File: config.mk
export PLATFORM = sky130hd
export DESIGN_NAME = axi_write_recorder
export DESIGN_NICKNAME = d
export VERILOG_FILES = /design/src/design/rr_pkg.sv /design/src/design/axi_write_recorder.sv /design/src/design/axichannel_logger.sv /design/src/design/b_resp_fifo.sv
export SDC_FILE = /design/constraint.sdc
export NUM_CORES = 1
export LEC_CHECK = 0
export ABC_AREA = 1
export CORE_ASPECT_RATIO = 1.5
export CORE_UTILIZATION = 50
export DETAILED_ROUTE_END_ITERATION = 7
export DONT_BUFFER_PORTS = 1
export PLACE_DENSITY = 0.66
export SYNTH_ARGS = -nofsm -noshare
export SYNTH_HDL_FRONTEND = slang
export SYNTH_SLANG_ARGS = --single-unit
File: constraint.sdc
create_clock -name clk -period 17.3 [get_ports clk]
set_input_delay 3.46 -clock clk [delete_from_list [all_inputs] [get_ports clk]]
set_output_delay 3.46 -clock clk [all_outputs]
set_load 0.02 [all_outputs]
File: src/design/rr_pkg.sv
`default_nettype none

package rr_pkg;

   // axi field widths of the recorded write path
   localparam int AXI_ID_W   = 6;
   localparam int AXI_ADDR_W = 64;
   localparam int AXI_DATA_W = 64;
   localparam int AXI_STRB_W = AXI_DATA_W / 8;
   localparam int AXI_LEN_W  = 8;
   localparam int AXI_SIZE_W = 3;
   localparam int AXI_RESP_W = 2;

   // write address beat, 81 bits
   typedef struct packed {
      logic [AXI_ID_W-1:0]   id;
      logic [AXI_ADDR_W-1:0] addr;
      logic [AXI_LEN_W-1:0]  len;
      logic [AXI_SIZE_W-1:0] size;
   } axi_aw_t;

   // write data beat, 79 bits
   typedef struct packed {
      logic [AXI_ID_W-1:0]   id;
      logic [AXI_DATA_W-1:0] data;
      logic [AXI_STRB_W-1:0] strb;
      logic                  last;
   } axi_w_t;

   // write response, 8 bits
   typedef struct packed {
      logic [AXI_ID_W-1:0]   id;
      logic [AXI_RESP_W-1:0] resp;
   } axi_b_t;

   // bit positions on the logging-end vector
   typedef enum int {
      LOGE_AW = 0,
      LOGE_W  = 1,
      LOGE_B  = 2
   } loge_ch_e;

   localparam int LOGE_CNT = 3;

   // response buffer sizing
   localparam int B_BUF_DEPTH_DEF = 64;
   // max outstanding write bursts plus some margin
   localparam int B_BUF_SLACK_DEF = 8;

endpackage

`default_nettype wire

File: src/design/axi_write_recorder.sv
`timescale 1ns/10ps
`default_nettype none

// write-path recorder between an external master and an external slave
// AW and W pass through loggers, B goes through the response buffer
// before its logger, every accepted beat is copied to the logging port
module axi_write_recorder #(
   parameter int B_BUF_DEPTH = rr_pkg::B_BUF_DEPTH_DEF,
   parameter int B_BUF_SLACK = rr_pkg::B_BUF_SLACK_DEF
) (
   input  wire                        clk,
   input  wire                        sync_rst_n,

   // master side
   input  wire                        i_m_awvalid,
   input  wire rr_pkg::axi_aw_t       i_m_aw,
   output logic                       o_m_awready,
   input  wire                        i_m_wvalid,
   input  wire rr_pkg::axi_w_t        i_m_w,
   output logic                       o_m_wready,
   output logic                       o_m_bvalid,
   output rr_pkg::axi_b_t             o_m_b,
   input  wire                        i_m_bready,

   // slave side
   output logic                       o_s_awvalid,
   output rr_pkg::axi_aw_t            o_s_aw,
   input  wire                        i_s_awready,
   output logic                       o_s_wvalid,
   output rr_pkg::axi_w_t             o_s_w,
   input  wire                        i_s_wready,
   input  wire                        i_s_bvalid,
   input  wire rr_pkg::axi_b_t        i_s_b,
   output logic                       o_s_bready,

   // logging sink
   input  wire                        i_logb_almful,
   output logic                       o_logb_aw_valid,
   output rr_pkg::axi_aw_t            o_logb_aw,
   output logic                       o_logb_w_valid,
   output rr_pkg::axi_w_t             o_logb_w,
   output logic                       o_logb_b_valid,
   output rr_pkg::axi_b_t             o_logb_b,
   output logic [rr_pkg::LOGE_CNT-1:0] o_loge_valid,

   // status
   output logic                       o_b_fifo_almful
);

   logic           b_buf_almful;
   logic           wr_block;
   logic           b_buf_valid;
   rr_pkg::axi_b_t b_buf_data;
   logic           b_buf_ready;

   // new writes wait when the sink is nearly full or when the response
   // buffer could not take every outstanding response
   assign wr_block = i_logb_almful || b_buf_almful;

   axichannel_logger #(
      .T_PAYLOAD (rr_pkg::axi_aw_t)
   ) aw_logger (
      .clk          (clk),
      .sync_rst_n   (sync_rst_n),
      .i_block      (wr_block),
      .i_in_valid   (i_m_awvalid),
      .i_in_data    (i_m_aw),
      .o_in_ready   (o_m_awready),
      .o_out_valid  (o_s_awvalid),
      .o_out_data   (o_s_aw),
      .i_out_ready  (i_s_awready),
      .o_logb_valid (o_logb_aw_valid),
      .o_logb_data  (o_logb_aw),
      .o_loge_valid (o_loge_valid[rr_pkg::LOGE_AW])
   );

   axichannel_logger #(
      .T_PAYLOAD (rr_pkg::axi_w_t)
   ) w_logger (
      .clk          (clk),
      .sync_rst_n   (sync_rst_n),
      .i_block      (wr_block),
      .i_in_valid   (i_m_wvalid),
      .i_in_data    (i_m_w),
      .o_in_ready   (o_m_wready),
      .o_out_valid  (o_s_wvalid),
      .o_out_data   (o_s_w),
      .i_out_ready  (i_s_wready),
      .o_logb_valid (o_logb_w_valid),
      .o_logb_data  (o_logb_w),
      .o_loge_valid (o_loge_valid[rr_pkg::LOGE_W])
   );

   // slave responses land here first so they never back up into the slave
   b_resp_fifo #(
      .B_BUF_DEPTH (B_BUF_DEPTH),
      .B_BUF_SLACK (B_BUF_SLACK)
   ) b_buf (
      .clk        (clk),
      .sync_rst_n (sync_rst_n),
      .i_wr_valid (i_s_bvalid),
      .i_wr_data  (i_s_b),
      .o_wr_ready (o_s_bready),
      .o_rd_valid (b_buf_valid),
      .o_rd_data  (b_buf_data),
      .i_rd_ready (b_buf_ready),
      .o_almful   (b_buf_almful)
   );

   // B only waits on the sink, the buffer drains towards the master
   axichannel_logger #(
      .T_PAYLOAD (rr_pkg::axi_b_t)
   ) b_logger (
      .clk          (clk),
      .sync_rst_n   (sync_rst_n),
      .i_block      (i_logb_almful),
      .i_in_valid   (b_buf_valid),
      .i_in_data    (b_buf_data),
      .o_in_ready   (b_buf_ready),
      .o_out_valid  (o_m_bvalid),
      .o_out_data   (o_m_b),
      .i_out_ready  (i_m_bready),
      .o_logb_valid (o_logb_b_valid),
      .o_logb_data  (o_logb_b),
      .o_loge_valid (o_loge_valid[rr_pkg::LOGE_B])
   );

   assign o_b_fifo_almful = b_buf_almful;

endmodule

`default_nettype wire

File: src/design/axichannel_logger.sv
`timescale 1ns/10ps
`default_nettype none

// one valid/ready channel of the recorder
// the beat passes straight through, a copy of every accepted beat is
// registered and shows up on the logging side one cycle later
module axichannel_logger #(
   parameter type T_PAYLOAD = logic
) (
   input  wire      clk,
   input  wire      sync_rst_n,

   // stall request, from the logging sink or the response buffer
   input  wire      i_block,

   // upstream side
   input  wire      i_in_valid,
   input  wire      T_PAYLOAD i_in_data,
   output logic     o_in_ready,

   // downstream side
   output logic     o_out_valid,
   output T_PAYLOAD o_out_data,
   input  wire      i_out_ready,

   // logging side, one-cycle strobes
   output logic     o_logb_valid,
   output T_PAYLOAD o_logb_data,
   output logic     o_loge_valid
);

   logic     beat_acc;
   logic     log_strobe;
   T_PAYLOAD log_data;

   // a blocked channel looks idle to both ends
   assign o_out_valid = i_in_valid && !i_block;
   assign o_in_ready  = i_out_ready && !i_block;
   assign o_out_data  = i_in_data;

   // the beat moves when both sides see the handshake
   assign beat_acc = i_in_valid && i_out_ready && !i_block;

   always_ff @(posedge clk) begin
      if (!sync_rst_n) begin
         log_strobe <= 1'b0;
      end else begin
         log_strobe <= beat_acc;
      end
   end

   // capture the payload only on an accepted beat
   always_ff @(posedge clk) begin
      if (beat_acc) begin
         log_data <= i_in_data;
      end
   end

   assign o_logb_valid = log_strobe;
   assign o_logb_data  = log_data;
   // end marker rides along with the record
   assign o_loge_valid = log_strobe;

endmodule

`default_nettype wire

File: src/design/b_resp_fifo.sv
`timescale 1ns/10ps
`default_nettype none

// response buffer on the B channel
// first word fall through: the head entry is visible while o_rd_valid is high
module b_resp_fifo #(
   parameter int B_BUF_DEPTH = rr_pkg::B_BUF_DEPTH_DEF,
   parameter int B_BUF_SLACK = rr_pkg::B_BUF_SLACK_DEF
) (
   input  wire                clk,
   input  wire                sync_rst_n,

   // write side, from the slave
   input  wire                i_wr_valid,
   input  wire rr_pkg::axi_b_t i_wr_data,
   output logic               o_wr_ready,

   // read side, towards the B logger
   output logic               o_rd_valid,
   output rr_pkg::axi_b_t     o_rd_data,
   input  wire                i_rd_ready,

   // registered near-full indication
   output logic               o_almful
);

   localparam int PTR_W = $clog2(B_BUF_DEPTH);
   localparam int CNT_W = PTR_W + 1;
   localparam logic [CNT_W-1:0] FULL_CNT = CNT_W'(B_BUF_DEPTH);
   // headroom kept for responses of bursts already issued
   localparam logic [CNT_W-1:0] ALMFUL_CNT = CNT_W'(B_BUF_DEPTH - B_BUF_SLACK);

   if (B_BUF_DEPTH < 4 || (1 << PTR_W) != B_BUF_DEPTH) begin : g_depth_chk
      $error("b_resp_fifo: depth %0d must be a power of two, 4 or more", B_BUF_DEPTH);
   end
   if (B_BUF_SLACK >= B_BUF_DEPTH) begin : g_slack_chk
      $error("b_resp_fifo: slack %0d must be below depth %0d", B_BUF_SLACK, B_BUF_DEPTH);
   end

   rr_pkg::axi_b_t   mem [B_BUF_DEPTH];
   logic [PTR_W-1:0] wr_ptr;
   logic [PTR_W-1:0] rd_ptr;
   logic [CNT_W-1:0] count;
   logic             full;
   logic             wr_en;
   logic             rd_en;
   logic             almful_q;

   assign full  = (count == FULL_CNT);
   assign wr_en = i_wr_valid && !full;
   assign rd_en = o_rd_valid && i_rd_ready;

   // slave responses are taken whenever there is a free slot
   assign o_wr_ready = !full;
   assign o_rd_valid = (count != '0);
   assign o_rd_data  = mem[rd_ptr];

   always_ff @(posedge clk) begin
      if (wr_en) begin
         mem[wr_ptr] <= i_wr_data;
      end
   end

   // pointers wrap naturally since depth is a power of two
   always_ff @(posedge clk) begin
      if (!sync_rst_n) begin
         wr_ptr <= '0;
         rd_ptr <= '0;
         count  <= '0;
      end else begin
         if (wr_en) begin
            wr_ptr <= wr_ptr + 1'b1;
         end
         if (rd_en) begin
            rd_ptr <= rd_ptr + 1'b1;
         end
         case ({wr_en, rd_en})
            2'b10:   count <= count + 1'b1;
            2'b01:   count <= count - 1'b1;
            default: count <= count;
         endcase
      end
   end

   // flag follows the occupancy one cycle late
   always_ff @(posedge clk) begin
      if (!sync_rst_n) begin
         almful_q <= 1'b0;
      end else begin
         almful_q <= (count >= ALMFUL_CNT);
      end
   end

   assign o_almful = almful_q;

endmodule

`default_nettype wire

==> impl_results.md <==
* Placed cells at 2,558
* Rows at 106
* Synth cell count leaders: edfxtp_1, nor2_1, o21ai_0
* Detailed Routing Iterations Pass 1 at 5
* Synth cell types at 38
* FF+latch count, synth at 709
* Vias at 16,862
* Sequential share of the synthesized area at 0.7460
* DR vias/cell at 6.227
* Worst Setup End Kind: primary output
* Clk sinks at 709
* CTS H-tree depth at 2
* Initial drt markers at 1,746
* Reg-to-Reg End: b_logger.o_logb_data[0]
* Most common cell in the netlist: edfxtp_1
* Critical Path Max Stage Delay at 0.84 ns
* Final Cycle Share at 0.4477
* Placement Setup Slack at 9.572 ns
* Synth area leader: edfxtp_1
* Status: complete, no violations
* CP required at 13.84 ns
* Root Buffer: clkbuf_16
* Syn-to-layout area delta at 5.174%
* DP Wirelength at 55,690 um
* Initial Util at 0.5053
* Die H at 292.6 um
* Max Clk Rate at 129.1 MHz
* Skew final at 0.02959 ns
* RSZ-0062 raised after global routing: false
* Bufs and invs on worst path at 2
* Reg2Reg Depth at 8
* Die Span X at 195.7 um
* CP startpoint kind: register
* Placer Congestion at 0.9025
* Hold Path Depth at 2
* PortBufs at 0
* Longest Clk Path Bufs at 3
* Post-CTS sizing at 0
* Share of cells above drive strength 1 at 0.06904
* Final Util at 0.5315
* Most used cell along the critical path: o21ai_0
* Worst Max-Slew Pin Slew at 1.227 ns
* Final WS setup at 9.555 ns
* Final instance area at 29,610 um2
* Min-Delay Path Class: register to register
* Pwr per Cell Area at 129.6 nW/um2
* Critical-path cell list: inv_2 -> buf_4 -> o21ai_0 -> o22ai_1 -> o21ai_0 -> o21ai_1 -> nand3_1 -> nand2_1
* EDFF count, synth at 680
* Leak at 9.525 nW
* Arrival time worst endpoint at 4.28 ns
* Ranking of synthesized cells by area: edfxtp_1, nor2_1, buf_4
* Fin. Hold Viols at 0
* Vias in the first global route at 15,498
* Placed Area at 27,330 um2
* Hold path startpoint: b_buf.rd_ptr[2]
* Final Slew Violations at 0
* # hold bufs at CTS at 0
* Top Ports at 526
* Register clock-pin slew on the reported worst setup and hold paths at 0.07 ns
* Largest net degree at the start of global routing at 193
* Total congestion overflow at 0
* Die area at 57,270 um2
* CP Max Fanout at 81
* MaxCap Viol Count at 0
* Syn Area/Cell at 13.27 um2
* Synth top area share at 0.7254
* Initial antenna violation count at 83
* R2R setup slack at 13.47 ns
* Slowest cell on crit path: buf_4
* Post-CTS Setup Inserts at 0
* Ys async rst share at 0
* First-pass GRT wire length at 112,900 um
* Tot GR Track Use at 0.2799
* Largest delay share family, worst path: buffers and inverters
* VDD IR max at 0.08033 mV
* Final std cells w/o fill at 2,708
* Inserted Clock Buffers at 60
* Setup TNS at 0 ns
* Core Area at 55,700 um2
* WL final at 82,310 um
* Synth warn at 0
* Worst-skew pair later-pin latency at 0.66 ns
* Relative slew slack at 0.1757
* Mean routed wirelength per cell at 30.40 um
* Minimum clock period at 7.745 ns
* Drt drc at 0
* Cell Area, Synth at 28,150 um2
* Post-Syn Instances at 2,121
* Top_reg_cell synth: edfxtp_1
* Crit Path Class: register to primary output
* Setup-failing EPs final at 0
* Synthesized Nets at 2,303
* CTS tree: built
* Routed Antenna Nets at 0
* NumNets Final at 2,100
-- metrics by stage --
step           hold slack, ns  power (mW)
3_5_place_dp           0.4810       2.385
4_1_cts                0.4920       3.842
3_3_place_gp           0.4556       2.373
5_1_grt                0.5276       3.947
6_report               0.4926       3.836
2_1_floorplan          0.4476       2.346
-- routing by layer --
metal | vias up | GRT usage | share of wire
met2 | 1068 | 0.4518 | 0.47
met1 | 8330 | 0.3240 | 0.34
met4 | 48 | 0.08994 | 0.035
met3 | 245 | 0.1408 | 0.15
li1 | 7171 | - | -
met5 | - | 0 | 0.0040
-- logic make-up (layout without fill, tap and decap cells) --
| kind of cell | count (synthesis) | in the layout | share of synthesized area |
|---|---|---|---|
| DFF | 709 | 709 | 0.7460 |
| and+or+nand+nor | 565 | 565 | 0.07925 |
| AOI/OAI and AO/OA | 512 | 512 | 0.09868 |
| buffers and inverters | 322 | 171 | 0.07134 |
| xor gates and xnor gates | 8 | 8 | 0.002489 |
| adders and majority gates | 5 | 5 | 0.002222 |
| other | 0 | 36 | 0 |
-- registers in the layout (all words and copies together), names as in the netlist, named ones only --
name / cells
aw_logger.o_logb_data: 81
aw_logger.o_logb_valid: 1
b_buf.count: 7
b_buf.mem: 512
b_buf.o_almful: 1
b_buf.rd_ptr: 6
b_buf.wr_ptr: 6
b_logger.o_logb_data: 8
b_logger.o_logb_valid: 1
w_logger.o_logb_data: 79
w_logger.o_logb_valid: 1
-- worst max-delay path by stage --
stage                  startpoint                  endpoint  slack, ns  cells past startpoint
finish                   register                  o_m_b[0]       9.56                      8
detailed placement  i_logb_almful                o_s_wvalid       9.57                      2
global route             register                  o_m_b[1]       9.43                      8
CTS                 i_logb_almful                o_s_wvalid       9.57                      2
global placement    i_logb_almful               o_s_awvalid       9.57                      2
floorplan           i_logb_almful  aw_logger.o_logb_data[0]       7.27                      3
-- cell usage in the layout (no fill, tap or decap), types with 2 or more instances in the layout --
cell / synthesis / routed
nor4_1: 2 / 2
nor3_2: 0 / 4
o211ai_1: 4 / 4
o22ai_1: 125 / 125
clkbuf_16: 0 / 60
clkinv_4: 0 / 5
nand2_1: 128 / 128
clkinvlp_4: 0 / 12
o21ai_0: 255 / 255
nor3_1: 7 / 3
dfxtp_1: 29 / 26
clkinv_1: 1 / 6
nor2_1: 375 / 375
o21ai_1: 73 / 73
edfxtp_1: 680 / 680
clkinv_2: 0 / 11
o211ai_2: 2 / 2
nor2_2: 2 / 2
o21a_1: 3 / 3
diode_2: 0 / 36
bufinv_16: 0 / 13
nand4_1: 6 / 6
dfxtp_4: 0 / 2
nand3_1: 40 / 40
inv_6: 0 / 4
o221ai_1: 3 / 3
xnor2_1: 2 / 2
buf_4: 174 / 12
ha_1: 5 / 5
clkbuf_1: 57 / 3
a21oi_1: 44 / 44
inv_1: 42 / 41
xor2_1: 6 / 6
-- report_power, final --
group / total, mW / internal [mW] / leakage [nW] / switching, mW
clock network: 1.48 / 0.839 / 1.03 / 0.641
registers: 1.97 / 1.92 / 6.39 / 0.0542
logic: 0.382 / 0.106 / 2.10 / 0.275
total: 3.84 / 2.87 / 9.52 / 0.970
-- final cells by class --
type | instances | area [um2]
sequential | 709 | 21010
multi-input combinational | 1090 | 5161
timing repair buffer | 13 | 110.1
fill | 4498 | 26100
clock buffer | 63 | 1513
antenna | 36 | 90.09
clock inverter | 51 | 674.4
tap | 702 | 878.3
inverter | 44 | 170.2
-- tightest hold or removal path: cells and delay by family (launching register included) --
| family | cells | cell delay, ns |
|---|---|---|
| buf+inv | 1 | 0.07 |
| compound gates | 1 | 0.06 |
| flops | 1 | 0.32 |
Power figures use the tool's default switching activity.
